## src/design/dm_settings.svh

```systemverilog
`default_nettype none

`ifndef DM_SETTINGS_SVH
`define DM_SETTINGS_SVH

// harts behind this debug module
`define DM_NR_HARTS 4

// abstract data registers, data0 upward
`define DM_DATA_COUNT 2

// entries in the DMI response buffer
`define DM_RESP_DEPTH 2

// dmstatus.version, 2 means spec 0.13
`define DM_DBG_VERSION 2

`endif

`default_nettype wire
```

## src/design/dm_pkg.sv

```systemverilog
`default_nettype none

package dm_pkg;

    // --------------------------------------------------
    // addresses and operations
    // --------------------------------------------------
    typedef enum logic [6:0] {
        Data0      = 7'h04,
        Data1      = 7'h05,
        DMControl  = 7'h10,
        DMStatus   = 7'h11,
        AbstractCS = 7'h16,
        Command    = 7'h17
    } dm_csr_e;

    typedef enum logic [1:0] {
        DTM_NOP   = 2'h0,
        DTM_READ  = 2'h1,
        DTM_WRITE = 2'h2
    } dtm_op_e;

    // codes other than none and busy come from the hart
    typedef enum logic [2:0] {
        CmdErrNone         = 3'h0,
        CmdErrBusy         = 3'h1,
        CmdErrNotSupported = 3'h2,
        CmdErrException    = 3'h3,
        CmdErrHalt         = 3'h4,
        CmdErrBus          = 3'h5,
        CmdErrOther        = 3'h7
    } cmderr_e;

    typedef logic [9:0] hartsel_t;

    // --------------------------------------------------
    // register layouts
    // --------------------------------------------------
    typedef struct packed {
        logic       haltreq;
        logic       resumereq;
        logic       zero3;
        logic       ackhavereset;
        logic [1:0] zero2;
        hartsel_t   hartsello;
        logic [13:0] zero1;
        logic       ndmreset;
        logic       dmactive;
    } dmcontrol_t;

    typedef struct packed {
        logic [11:0] zero2;
        logic        allhavereset;
        logic        anyhavereset;
        logic        allresumeack;
        logic        anyresumeack;
        logic        allnonexistent;
        logic        anynonexistent;
        logic        allunavail;
        logic        anyunavail;
        logic        allrunning;
        logic        anyrunning;
        logic        allhalted;
        logic        anyhalted;
        logic        authenticated;
        logic [2:0]  zero1;
        logic [3:0]  version;
    } dmstatus_t;

    typedef struct packed {
        logic [18:0] zero3;
        logic        busy;
        logic        zero2;
        cmderr_e     cmderr;
        logic [3:0]  zero1;
        logic [3:0]  datacount;
    } abstractcs_t;

    typedef struct packed {
        logic [7:0]  cmdtype;
        logic [23:0] control;
    } command_t;

    // one DMI write word, decoded by target register
    typedef union packed {
        dmcontrol_t  dmcontrol;
        abstractcs_t abstractcs;
        command_t    command;
    } dm_wdata_u;

endpackage

`default_nettype wire

```

## src/design/dm_hart_if.sv

```systemverilog
`timescale 1ns/10ps
`default_nettype none

interface dm_hart_if;
    import dm_pkg::*;

    // requests from the register file
    hartsel_t hartsel;
    logic     haltreq;
    logic     resumereq;
    logic     ack_havereset;
    logic     ndmreset;

    // status of the selected hart
    logic     halted;
    logic     running;
    logic     unavail;
    logic     nonexistent;
    logic     resumeack;
    logic     havereset;

    modport csr (
        output hartsel, haltreq, resumereq, ack_havereset, ndmreset,
        input  halted, running, unavail, nonexistent, resumeack, havereset
    );

    modport ctrl (
        input  hartsel, haltreq, resumereq, ack_havereset, ndmreset,
        output halted, running, unavail, nonexistent, resumeack, havereset
    );

endinterface

`default_nettype wire

```

## src/design/dm_top.sv

```systemverilog
`include "dm_settings.svh"
`timescale 1ns/10ps
`default_nettype none

module dm_top (
    input  logic                            clk_i,
    input  logic                            rst_ni,
    // DMI request
    input  logic                            dmi_req_valid_i,
    output logic                            dmi_req_ready_o,
    input  dm_pkg::dtm_op_e                 dmi_req_op_i,
    input  logic [6:0]                      dmi_req_addr_i,
    input  logic [31:0]                     dmi_req_data_i,
    // DMI response
    output logic                            dmi_resp_valid_o,
    input  logic                            dmi_resp_ready_i,
    output logic [31:0]                     dmi_resp_data_o,
    // module control
    output logic                            ndmreset_o,
    output logic                            dmactive_o,
    // hart status and requests
    input  logic [`DM_NR_HARTS-1:0]         halted_i,
    input  logic [`DM_NR_HARTS-1:0]         unavailable_i,
    input  logic [`DM_NR_HARTS-1:0]         resumeack_i,
    output logic [`DM_NR_HARTS-1:0]         haltreq_o,
    output logic [`DM_NR_HARTS-1:0]         resumereq_o,
    // abstract command
    output logic                            cmd_valid_o,
    output logic [31:0]                     cmd_o,
    input  logic                            cmdbusy_i,
    input  logic                            cmderror_valid_i,
    input  dm_pkg::cmderr_e                 cmderror_i,
    output logic [`DM_DATA_COUNT-1:0][31:0] data_o
);

    logic        req_accept;
    logic        resp_push;
    logic        resp_pop;
    logic        resp_full;
    logic        resp_empty;
    logic [31:0] resp_data;

    dm_hart_if hart_if ();

    // --------------------------------------------------
    // DMI handshakes
    // --------------------------------------------------
    assign dmi_req_ready_o  = ~resp_full;
    assign req_accept       = dmi_req_valid_i & dmi_req_ready_o;
    assign dmi_resp_valid_o = ~resp_empty;
    assign resp_pop         = dmi_resp_valid_o & dmi_resp_ready_i;
    assign ndmreset_o       = hart_if.ndmreset;

    dm_csr_file i_dm_csr_file (
        .clk_i            ( clk_i            ),
        .rst_ni           ( rst_ni           ),
        .req_accept_i     ( req_accept       ),
        .req_op_i         ( dmi_req_op_i     ),
        .req_addr_i       ( dmi_req_addr_i   ),
        .req_data_i       ( dmi_req_data_i   ),
        .resp_push_o      ( resp_push        ),
        .resp_data_o      ( resp_data        ),
        .dmactive_o       ( dmactive_o       ),
        .hart_if          ( hart_if.csr      ),
        .cmd_valid_o      ( cmd_valid_o      ),
        .cmd_o            ( cmd_o            ),
        .cmdbusy_i        ( cmdbusy_i        ),
        .cmderror_valid_i ( cmderror_valid_i ),
        .cmderror_i       ( cmderror_i       ),
        .data_o           ( data_o           )
    );

    dm_hart_ctrl i_dm_hart_ctrl (
        .clk_i         ( clk_i         ),
        .rst_ni        ( rst_ni        ),
        .hart_if       ( hart_if.ctrl  ),
        .halted_i      ( halted_i      ),
        .unavailable_i ( unavailable_i ),
        .resumeack_i   ( resumeack_i   ),
        .haltreq_o     ( haltreq_o     ),
        .resumereq_o   ( resumereq_o   )
    );

    dm_resp_fifo #(
        .DEPTH ( `DM_RESP_DEPTH )
    ) i_dm_resp_fifo (
        .clk_i   ( clk_i           ),
        .rst_ni  ( rst_ni          ),
        .push_i  ( resp_push       ),
        .data_i  ( resp_data       ),
        .full_o  ( resp_full       ),
        .pop_i   ( resp_pop        ),
        .empty_o ( resp_empty      ),
        .data_o  ( dmi_resp_data_o )
    );

endmodule

`default_nettype wire

```

## src/design/dm_resp_fifo.sv

```systemverilog
`include "dm_settings.svh"
`timescale 1ns/10ps
`default_nettype none

module dm_resp_fifo #(
    parameter int DEPTH = `DM_RESP_DEPTH
) (
    input  logic        clk_i,
    input  logic        rst_ni,
    input  logic        push_i,
    input  logic [31:0] data_i,
    output logic        full_o,
    input  logic        pop_i,
    output logic        empty_o,
    output logic [31:0] data_o
);

    localparam int PtrW = (DEPTH > 1) ? $clog2(DEPTH) : 1;
    localparam int CntW = $clog2(DEPTH + 1);

    logic [31:0]     mem_q [DEPTH];
    logic [PtrW-1:0] wr_ptr_q;
    logic [PtrW-1:0] rd_ptr_q;
    logic [CntW-1:0] count_q;
    logic            do_push;
    logic            do_pop;

    // wrap at DEPTH, not at a power of two
    function automatic logic [PtrW-1:0] next_ptr(input logic [PtrW-1:0] ptr);
        return (ptr == PtrW'(DEPTH - 1)) ? '0 : ptr + 1'b1;
    endfunction

    assign full_o  = (count_q == CntW'(DEPTH));
    assign empty_o = (count_q == '0);
    assign do_push = push_i & ~full_o;
    assign do_pop  = pop_i & ~empty_o;
    assign data_o  = mem_q[rd_ptr_q];

    always_ff @(posedge clk_i or negedge rst_ni) begin
        if (!rst_ni) begin
            wr_ptr_q <= '0;
            rd_ptr_q <= '0;
            count_q  <= '0;
        end else begin
            if (do_push) begin
                wr_ptr_q <= next_ptr(wr_ptr_q);
            end
            if (do_pop) begin
                rd_ptr_q <= next_ptr(rd_ptr_q);
            end
            // simultaneous push and pop keeps the count
            if (do_push && !do_pop) begin
                count_q <= count_q + 1'b1;
            end else if (do_pop && !do_push) begin
                count_q <= count_q - 1'b1;
            end
        end
    end

    // storage
    always_ff @(posedge clk_i) begin
        if (do_push) begin
            mem_q[wr_ptr_q] <= data_i;
        end
    end

endmodule

`default_nettype wire

```

## src/design/dm_csr_file.sv

```systemverilog
`include "dm_settings.svh"
`timescale 1ns/10ps
`default_nettype none

module dm_csr_file (
    input  logic                            clk_i,
    input  logic                            rst_ni,
    // accepted DMI request
    input  logic                            req_accept_i,
    input  dm_pkg::dtm_op_e                 req_op_i,
    input  logic [6:0]                      req_addr_i,
    input  logic [31:0]                     req_data_i,
    // response word
    output logic                            resp_push_o,
    output logic [31:0]                     resp_data_o,
    output logic                            dmactive_o,
    dm_hart_if.csr                          hart_if,
    // abstract command
    output logic                            cmd_valid_o,
    output logic [31:0]                     cmd_o,
    input  logic                            cmdbusy_i,
    input  logic                            cmderror_valid_i,
    input  dm_pkg::cmderr_e                 cmderror_i,
    output logic [`DM_DATA_COUNT-1:0][31:0] data_o
);
    import dm_pkg::*;

    localparam int DataCount = `DM_DATA_COUNT;
    localparam int DataIdxW  = (DataCount > 1) ? $clog2(DataCount) : 1;

    dm_wdata_u                   wdata;
    dmcontrol_t                  dmcontrol_d, dmcontrol_q;
    cmderr_e                     cmderr_d, cmderr_q;
    command_t                    command_d, command_q;
    logic [DataCount-1:0][31:0]  data_d, data_q;
    logic                        cmd_valid_d, cmd_valid_q;
    logic                        ack_d, ack_q;
    logic                        active_d;
    logic                        wr_en;
    logic                        is_data;
    logic                        busy_access;
    logic [DataIdxW-1:0]         data_idx;
    dmstatus_t                   dmstatus;
    abstractcs_t                 abstractcs;

    assign wdata    = req_data_i;
    assign wr_en    = req_accept_i && (req_op_i == DTM_WRITE);
    assign is_data  = (req_addr_i >= 7'(Data0)) && (req_addr_i < 7'(Data0) + 7'(DataCount));
    assign data_idx = DataIdxW'(req_addr_i - 7'(Data0));

    // accesses that collide with a running command
    assign busy_access = is_data || (req_addr_i == 7'(AbstractCS))
                         || (req_addr_i == 7'(Command));

    // --------------------------------------------------
    // read-only views
    // --------------------------------------------------
    always_comb begin
        dmstatus                = '0;
        dmstatus.version        = 4'(`DM_DBG_VERSION);
        dmstatus.authenticated  = 1'b1;
        dmstatus.anyhalted      = hart_if.halted;
        dmstatus.allhalted      = hart_if.halted;
        dmstatus.anyrunning     = hart_if.running;
        dmstatus.allrunning     = hart_if.running;
        dmstatus.anyunavail     = hart_if.unavail;
        dmstatus.allunavail     = hart_if.unavail;
        dmstatus.anynonexistent = hart_if.nonexistent;
        dmstatus.allnonexistent = hart_if.nonexistent;
        dmstatus.anyresumeack   = hart_if.resumeack;
        dmstatus.allresumeack   = hart_if.resumeack;
        dmstatus.anyhavereset   = hart_if.havereset;
        dmstatus.allhavereset   = hart_if.havereset;

        abstractcs           = '0;
        abstractcs.datacount = 4'(DataCount);
        abstractcs.cmderr    = cmderr_q;
        abstractcs.busy      = cmdbusy_i;
    end

    // read data, zero for writes and no-ops
    always_comb begin
        resp_data_o = '0;
        if (req_op_i == DTM_READ) begin
            case (req_addr_i)
                DMControl:  resp_data_o = dmcontrol_q;
                DMStatus:   resp_data_o = dmstatus;
                AbstractCS: resp_data_o = abstractcs;
                default: begin
                    if (is_data) begin
                        resp_data_o = data_q[data_idx];
                    end
                end
            endcase
        end
    end

    // --------------------------------------------------
    // register writes
    // --------------------------------------------------
    always_comb begin
        dmcontrol_d = dmcontrol_q;
        cmderr_d    = cmderr_q;
        command_d   = command_q;
        data_d      = data_q;
        cmd_valid_d = 1'b0;
        ack_d       = 1'b0;
        if (wr_en) begin
            case (req_addr_i)
                DMControl: begin
                    dmcontrol_d           = '0;
                    dmcontrol_d.haltreq   = wdata.dmcontrol.haltreq;
                    dmcontrol_d.resumereq = wdata.dmcontrol.resumereq;
                    dmcontrol_d.hartsello = wdata.dmcontrol.hartsello;
                    dmcontrol_d.ndmreset  = wdata.dmcontrol.ndmreset;
                    dmcontrol_d.dmactive  = wdata.dmcontrol.dmactive;
                    ack_d                 = wdata.dmcontrol.ackhavereset;
                end
                AbstractCS: begin
                    // cmderr is write-1-to-clear
                    if (!cmdbusy_i) begin
                        cmderr_d = cmderr_e'(cmderr_q & ~wdata.abstractcs.cmderr);
                    end
                end
                Command: begin
                    if (!cmdbusy_i) begin
                        command_d   = wdata.command;
                        cmd_valid_d = 1'b1;
                    end
                end
                default: begin
                    if (is_data && !cmdbusy_i) begin
                        data_d[data_idx] = req_data_i;
                    end
                end
            endcase
            if (busy_access && cmdbusy_i && (cmderr_q == CmdErrNone)) begin
                cmderr_d = CmdErrBusy;
            end
        end
        // the hart's report wins over the bus
        if (cmderror_valid_i) begin
            cmderr_d = cmderror_i;
        end
    end

    // module stays cleared unless active before and after the edge
    assign active_d = dmcontrol_q.dmactive & dmcontrol_d.dmactive;

    always_ff @(posedge clk_i or negedge rst_ni) begin
        if (!rst_ni) begin
            dmcontrol_q <= '0;
            cmderr_q    <= CmdErrNone;
            command_q   <= '0;
            data_q      <= '0;
            cmd_valid_q <= 1'b0;
            ack_q       <= 1'b0;
        end else if (!active_d) begin
            dmcontrol_q <= '{dmactive: dmcontrol_d.dmactive, default: '0};
            cmderr_q    <= CmdErrNone;
            command_q   <= '0;
            data_q      <= '0;
            cmd_valid_q <= 1'b0;
            ack_q       <= 1'b0;
        end else begin
            dmcontrol_q <= dmcontrol_d;
            cmderr_q    <= cmderr_d;
            command_q   <= command_d;
            data_q      <= data_d;
            cmd_valid_q <= cmd_valid_d;
            ack_q       <= ack_d;
        end
    end

    // --------------------------------------------------
    // outputs
    // --------------------------------------------------
    assign resp_push_o   = req_accept_i;
    assign dmactive_o    = dmcontrol_q.dmactive;
    assign cmd_valid_o   = cmd_valid_q;
    assign cmd_o         = command_q;
    assign data_o        = data_q;

    assign hart_if.hartsel       = dmcontrol_q.hartsello;
    assign hart_if.haltreq       = dmcontrol_q.haltreq;
    assign hart_if.resumereq     = dmcontrol_q.resumereq;
    assign hart_if.ndmreset      = dmcontrol_q.ndmreset;
    // acts on the hart selected by the same write
    assign hart_if.ack_havereset = ack_q;

endmodule

`default_nettype wire

```

## src/design/dm_hart_ctrl.sv

```systemverilog
`include "dm_settings.svh"
`timescale 1ns/10ps
`default_nettype none

module dm_hart_ctrl (
    input  logic                    clk_i,
    input  logic                    rst_ni,
    dm_hart_if.ctrl                 hart_if,
    input  logic [`DM_NR_HARTS-1:0] halted_i,
    input  logic [`DM_NR_HARTS-1:0] unavailable_i,
    input  logic [`DM_NR_HARTS-1:0] resumeack_i,
    output logic [`DM_NR_HARTS-1:0] haltreq_o,
    output logic [`DM_NR_HARTS-1:0] resumereq_o
);

    localparam int NrHarts = `DM_NR_HARTS;
    localparam int SelW    = (NrHarts > 1) ? $clog2(NrHarts) : 1;

    logic [SelW-1:0]    sel;
    logic               exists;
    logic               sel_halted;
    logic               sel_unavail;
    logic [NrHarts-1:0] havereset_q;

    // low bits index the hart, the full value decides existence
    assign sel    = hart_if.hartsel[SelW-1:0];
    assign exists = hart_if.hartsel < 10'(NrHarts);

    // --------------------------------------------------
    // havereset flags
    // --------------------------------------------------
    always_ff @(posedge clk_i or negedge rst_ni) begin
        if (!rst_ni) begin
            havereset_q <= '1;
        end else if (hart_if.ndmreset) begin
            havereset_q <= '1;
        end else if (hart_if.ack_havereset && exists) begin
            havereset_q[sel] <= 1'b0;
        end
    end

    // --------------------------------------------------
    // status of the selected hart
    // --------------------------------------------------
    assign sel_unavail = exists & unavailable_i[sel];
    assign sel_halted  = exists & halted_i[sel];

    // halted and running are exclusive with unavailable
    assign hart_if.halted      = sel_halted & ~sel_unavail;
    assign hart_if.running     = exists & ~sel_halted & ~sel_unavail;
    assign hart_if.unavail     = sel_unavail;
    assign hart_if.nonexistent = ~exists;
    assign hart_if.resumeack   = exists & resumeack_i[sel];
    assign hart_if.havereset   = exists & havereset_q[sel];

    // one-hot requests, nothing for a missing hart
    always_comb begin
        haltreq_o   = '0;
        resumereq_o = '0;
        if (exists) begin
            haltreq_o[sel]   = hart_if.haltreq;
            resumereq_o[sel] = hart_if.resumereq;
        end
    end

endmodule

`default_nettype wire

```

## config.mk

```make
export PLATFORM = sky130hd
export DESIGN_NAME = dm_top
export DESIGN_NICKNAME = d
export VERILOG_FILES = /design/src/design/dm_pkg.sv /design/src/design/dm_hart_if.sv /design/src/design/dm_top.sv /design/src/design/dm_resp_fifo.sv /design/src/design/dm_csr_file.sv /design/src/design/dm_hart_ctrl.sv
export VERILOG_INCLUDE_DIRS = /design/src /design/src/design
export SDC_FILE = /design/constraint.sdc
export NUM_CORES = 1
export LEC_CHECK = 0
export BUFFER_PORTS_ARGS = -buffer_cell sky130_fd_sc_hd__buf_2
export CORE_MARGIN = 4
export CORE_UTILIZATION = 57
export DETAILED_ROUTE_END_ITERATION = 10
export PLACE_DENSITY = 0.86
export RECOVER_POWER = 100
export SLEW_MARGIN = 15
export SYNTH_ARGS = -nofsm -noshare
export SYNTH_HDL_FRONTEND = slang
export SYNTH_SLANG_ARGS = --single-unit
```

## constraint.sdc

```tcl
create_clock -name clk_i -period 6 [get_ports clk_i]
set_clock_uncertainty 0.05 [all_clocks]
set_input_delay 0.9 -clock clk_i [delete_from_list [all_inputs] [get_ports clk_i]]
set_output_delay 0.9 -clock clk_i [all_outputs]
set_load 0.005 [all_outputs]
```

Word level (Yosys, flattened, before mapping)

Memory sizes are Yosys's and may differ from the RTL's.
Index checks and enable logic that the tools add are counted.

Memories kept: 1
Bits of input ports: 62
Register bits after elaboration: 141
Memory bits (writable): 64
Output and inout bits: 141
Word-level logic and storage cells: 148

Reduce and logical (&&, ||, !) cells: 24
$add $sub $neg: 5
$lt $le $gt $ge: 7
Bitwise gates (word level): 23
Eq/ne operators: 16
Muxes and demuxes: 52

Memory list:

| memory               | words | bits a word | rd ports | clocked after Yosys merged registers in | write ports | line               | text |
|---|---|---|---|---|---|---|---|
| i_dm_resp_fifo.mem_q | 2     | 32          | 1        | 0                                       | 1           | dm_resp_fifo.sv:21 | `logic [31:0] mem_q [DEPTH];` |

Operators by type and width:

| operator              | number |
|---|---|
| $mux W32              | 12 |
| $mux W64              | 4 |
| $pmux W32 S3          | 1 |
| $bwmux W64            | 1 |
| $demux W32 S1         | 1 |
| $eq A7 B5 Y1 const B  | 4 |
| $mux W3               | 6 |
| $mux W1               | 16 |
| $mux W4               | 4 |
| $and A1 B1 Y1         | 12 |
| $and A4 B4 Y4         | 3 |
| $ne A2 B2 Y1 const B  | 6 |
| $logic_and A1 B1 Y1   | 10 |
| $lt A10 B3 Y1 const B | 1 |
| $reduce_and A3 Y1     | 3 |
| $bmux W1 S2           | 4 |
| $ne A4 B4 Y1 const B  | 2 |
| $ge A7 B3 Y1 const B  | 1 |
| $lt A7 B3 Y1 const B  | 1 |
| $not A1 Y1            | 5 |
| $eq A2 B2 Y1 const B  | 2 |
| $mux W2               | 2 |
| $not A4 Y4            | 1 |
| $reduce_bool A2 Y1    | 2 |
| 19 further kinds      | 23 |

Logic depth before layout (Yosys ltp)

Word-level depth: 10
Gate-level depth with buffers: 8

By module

Synthesis repeated with hierarchy kept, for this count alone.

Cell total of the unflattened synthesis: 637
Area, all modules: 8394.3 sq um

By module, submodules not included:

| module       | cells an instance | instances | area an instance (sq um) |
|---|---|---|---|
| dm_csr_file  | 472               | 1         | 5275.1 |
| dm_resp_fifo | 119               | 1         | 2658.8 |
| dm_hart_ctrl | 42                | 1         | 440.4 |
| dm_top       | 4                 | 1         | 20.0 |

Worst setup path before layout

OpenSTA, ideal clock, no wires.

Kind: input to register
From: input port dmi_req_addr_i[3]
To: register i_dm_csr_file.data_q, in the netlist i_dm_csr_file.data_o[10]
Cell stages on the path: 8
Buffers on the path: 3
Arrival: 2.937 ns
Path slack: 2.892 ns
Cell sequence: or4b_1 buf_2 or4_4 o31ai_4 and3b_1 buf_6 buf_6 a22o_1

Word-level cells in the longest chain between the ends: 6
Elaborated cells between the ends (all ways): 16
Classes of those cells: order compare (2); eq/ne (6); mux (3); bitwise (1); reduce/logical (4)

Ends and longest elaborated chain:

| item                                                 | line               | text |
|---|---|---|
| from (decl)                                          | dm_top.sv:12       | `input logic [6:0] dmi_req_addr_i,` |
| branches (longest 6 deep; another with $ge A7 B3 Y1) | --                 |  |
| to (signal assigned)                                 | dm_csr_file.sv:169 | `data_q <= data_d;` |
| to (decl)                                            | dm_csr_file.sv:35  | `logic [DataCount-1:0][31:0] data_d, data_q;` |

Parallel ways; which one is timed is not known. The select of a mux whose other input is x is not followed.
A chain may end at the register's enable or synchronous reset.

Worst setup path in the final report

From: input port dmi_req_addr_i[0]
To: register i_dm_csr_file.data_q, in the netlist i_dm_csr_file.data_o[11]

Word-level cells in the longest chain between the ends: 10
Elaborated cells between the ends (all ways): 26
Classes of those cells: add/sub (1); order compare (4); eq/ne (6); mux (9); bitwise (1); reduce/logical (5)

Ends and longest elaborated chain:

| item                                                                      | line               | text |
|---|---|---|
| $sub A1 B1 Y1                                                             | dm_csr_file.sv:49  | `assign data_idx = DataIdxW'(req_addr_i - 7'(Data0));` |
| $lt A1 B2 Y1 (not written as such) / $ge A1 B1 Y1 (equally long branches) | dm_csr_file.sv:133 | `data_d[data_idx] = req_data_i;` |
| $logic_and A1 B1 Y1 (not written as such)                                 | dm_csr_file.sv:133 |  |
| $mux W32 (not written as such)                                            | dm_csr_file.sv:133 |  |
| $demux W32 S1                                                             | --                 |  |
| $bwmux W64                                                                | dm_csr_file.sv:133 |  |
| $mux W64                                                                  | dm_csr_file.sv:132 | `if (is_data && !cmdbusy_i) begin` |
| $mux W64                                                                  | dm_csr_file.sv:109 | `case (req_addr_i)` |
| $mux W64                                                                  | dm_csr_file.sv:108 | `if (wr_en) begin` |
| $mux W64                                                                  | dm_csr_file.sv:158 | `end else if (!active_d) begin` |

Several ways; a longest one is shown, not always the timed one. The select of a mux whose other input is x is not followed.

==> results.md <==
* Outcome: finished with violations
* Failing checks: max-capacitance violations, max-slew violations
* Fin cells at 985
* Setup WS post-layout at 1.64 ns
* Sw Ratio at 0.270
* Share of cells above drive strength 1 at 0.249
* DP Area at 0.00912 mm^2
* Antenna violations before repair at 1
* Post-synth top area cell: dfrtp_1
* Most frequent cell on the critical path: buf_4
* Final hold vios at 0
* Sequential share of power at 0.485
* Clock root buffer: clkbuf_16
* Fin. max-slew vios at 163
* Flops & latches, synth at 187
* Crit path depth at 7
* Element type at the critical path end: flip-flop
* Detail Route Antenna Nets at 0
* All-layer global routing usage at 0.268
* Initial Utilization at 0.578
* NetSw at 857 uW
* CP arrival at 4.63 ns
* Via count at 6051
* Crit Reg-Reg Endpoint: i_dm_csr_file.data_o[11]$_DFFE_PN0P_
* Combinational share of power at 0.169
* Period utilization at 0.727
* Die span in x at 126 um
* Critical path class: in -> reg
* Syn nets at 662
* Clk buf depth at 2
* Clk sink count at 187
* Critical Path Source: dmi_req_addr_i[0]
* Iter 0 DRT Violations at 551
* Largest net degree at the start of global routing at 64
* Clock-pin slew on the worst setup and hold paths at 0.07 ns
* I/O Pins at 203
* Drt first pass iters at 5
* Setup crit end: i_dm_csr_file.data_o[11]$_DFFE_PN0P_
* Max_cap viols at 4
* H-tree depth at 4
* Routed wire length at 21.4 mm
* Post-synth top area share at 0.372
* Final Critical Period at 4.36 ns
* RSZ-0062 raised after global routing: false
* Reg2reg setup slack at 2.71 ns
* Crit-path max cell delay at 0.89 ns
* Most frequent cell after synthesis: dfrtp_1
* Dominant cells by area after synthesis: dfrtp_1 37%, edfxtp_1 24%, a22o_1 12%
* Placed wire-length estimate at 15.4 mm
* Core ar. at 0.0138 mm^2
* Internal power at 2320 uW
* Type of origin of the critical path: input port
* Post-Place Cells at 952
* R2R Path Start: i_dm_resp_fifo.count_q[0]$_DFFE_PN0P_
* Fin nets at 854
* Synthesized area per cell at 13.4 um^2
* Maximum vdd drop at 0.000172 V
* DRC Markers at 0
* Area growth syn-to-layout at 19.3%
* Critical path cell sequence: clkbuf_1 -> buf_4 -> or4_4 -> o31ai_1 -> o21ai_0 -> buf_4 -> a22o_1
* Overflow after GRT at 0
* Synth Warn # at 0
* IO Port Bufs at 202
* CTS tree: done
* CP max stage cell: o31ai_1
* Leak at 0.00422 uW
* Pwr dens at 333 mW/mm^2
* TritonCTS buffer count at 17
* Setup WS pre-CTS at 1.80 ns
* Part of the Yosys area used for sequential elements at 0.626
* Pwr Total at 3180 uW
* Worst Max-Slew Pin Slew at 3.39 ns
* Hold Crit Class: reg -> reg
* Number of global-route vias before repair at 5916
* Setup repair bufs after CTS at 0
* Family with the most delay on the worst path: compound AO/OA/AOI/OAI gates
* WP data required at 6.26 ns
* Worst-skew pair later-pin latency at 0.43 ns
* DR WL/cell at 21.7 um
* Global-route wire length before repair at 33.1 mm
* Post-synth EDFFs at 64
* Reg2Reg Depth at 6
* Netlist Area Pre-Place at 0.00800 mm^2
* Clock power frac at 0.346
* Main synth FF type: dfrtp_1
* Async S/R FF share, synth at 0.658
* Hold Buf Count CTS at 0
* # resized after CTS at 0
* Mapped Cells at 599
* Post-route cell area at 0.00954 mm^2
* Die ar. at 0.0160 mm^2
* Worst slew margin at -1.26
* WP buf/inv at 3
* RePlAce Congestion at 0.947
* Synth unique cells at 48
* Die height at 126 um
* DR vias/cell at 6.14
* Commonest cells post-synth: 119 x dfrtp_1, 106 x a22o_1, 64 x edfxtp_1
* Max FO, Critical Path at 27
* Final setup viols at 0
* Fmax at 229 MHz
* Setup TNS at 0 ns
* # rows at 43
==> kinds of logic (layout without fill, tap and decap cells) <==
family | after synthesis | in the layout | synth area share
flip-flops | 187 | 187 | 0.626
AO/OA/AOI/OAI | 162 | 162 | 0.160
AND/OR/NAND/NOR | 128 | 128 | 0.0777
multiplexers | 69 | 69 | 0.0982
buffers and inverters | 46 | 251 | 0.0307
XOR/XNOR | 6 | 6 | 0.00657
adder cells (fa/ha/maj) | 1 | 1 | 0.00156
other | 0 | 1 | 0
==> flip-flops by register name (all words and copies together) (netlist names), 2 cells and up <==
register,flops
i_dm_resp_fifo.count_q,2
i_dm_csr_file.data_o,64
i_dm_resp_fifo.mem_q,64
i_dm_hart_ctrl.havereset_q,4
i_dm_csr_file.cmd_o,32
i_dm_csr_file.hart_if.hartsel,10
i_dm_csr_file.cmderr_q,3
==> worst register-to-register path, cell delays in order (launching register included) <==
cell and delay [ns]:
dfrtp_1 0.40, nand2b_1 0.24, nand4_1 0.28, o31ai_1 0.99, o21ai_0 0.53, buf_4 0.38
a22o_1 0.29
==> cell usage in the layout, fill, tap and decap left out, drive strengths merged, types with 13 or more instances in the layout <==
cell / count
inv: 13
clkbuf: 115
mux2i: 29
dfrtp: 119
edfxtp: 64
buf: 114
a22o: 106
o21ai: 13
nand2: 26
mux2: 36
a21oi: 22
nor2: 54
==> stage by stage <==
stage                     utilization  hold slack (ns)
final                           0.690            0.437
after global routing            0.690            0.451
after CTS                       0.701            0.437
after detailed placement        0.659            0.427
after global placement          0.659            0.409
after floorplan                     -            0.403
==> how the worst min path moves through the flow <==
stage	startpoint	to	slack, ns	cells after the start
5_1_grt	i_dm_hart_ctrl.havereset_q[1]$_DFFE_PN1P_	i_dm_hart_ctrl.havereset_q[1]$_DFFE_PN1P_	0.45	2
3_3_place_gp	i_dm_hart_ctrl.havereset_q[0]$_DFFE_PN1P_	i_dm_hart_ctrl.havereset_q[0]$_DFFE_PN1P_	0.41	2
4_1_cts	i_dm_hart_ctrl.havereset_q[0]$_DFFE_PN1P_	i_dm_hart_ctrl.havereset_q[0]$_DFFE_PN1P_	0.44	2
6_report	i_dm_resp_fifo.rd_ptr_q$_DFFE_PN0P_	i_dm_resp_fifo.rd_ptr_q$_DFFE_PN0P_	0.44	1
3_5_place_dp	i_dm_hart_ctrl.havereset_q[0]$_DFFE_PN1P_	i_dm_hart_ctrl.havereset_q[0]$_DFFE_PN1P_	0.43	2
2_1_floorplan	i_dm_hart_ctrl.havereset_q[0]$_DFFE_PN1P_	i_dm_hart_ctrl.havereset_q[0]$_DFFE_PN1P_	0.40	2
==> power by group through the flow <==
stage | combinational [uW] | clock (uW) | sequential (uW)
finish | 538 | 1100 | 1540
global route | 588 | 1160 | 1550
CTS | 561 | 1110 | 1540
detailed placement | 556 | 0 | 1560
global placement | 548 | 0 | 1550
floorplan | 325 | 0 | 1540
==> routing by layer <==
metal / track usage / routed length, um / vias to the layer above
li1: - / - / 2674
met1: 0.370 / 8590 / 2978
met2: 0.411 / 10300 / 342
met3: 0.0661 / 1680 / 57
met4: 0.110 / 826 / 0
met5: 0 / 0 / -
==> final cells by class <==
cell class,instances,area (um^2)
flip-flops and latches,187,5000
clock inverters,15,156
multi-input cells,366,2750
clock buffers,17,425
inverters,7,26.3
diodes,1,2.50
repair buffers,212,956
well taps,180,225
fillers,1007,4280
No activity file was read; power rests on OpenSTA's default activity.
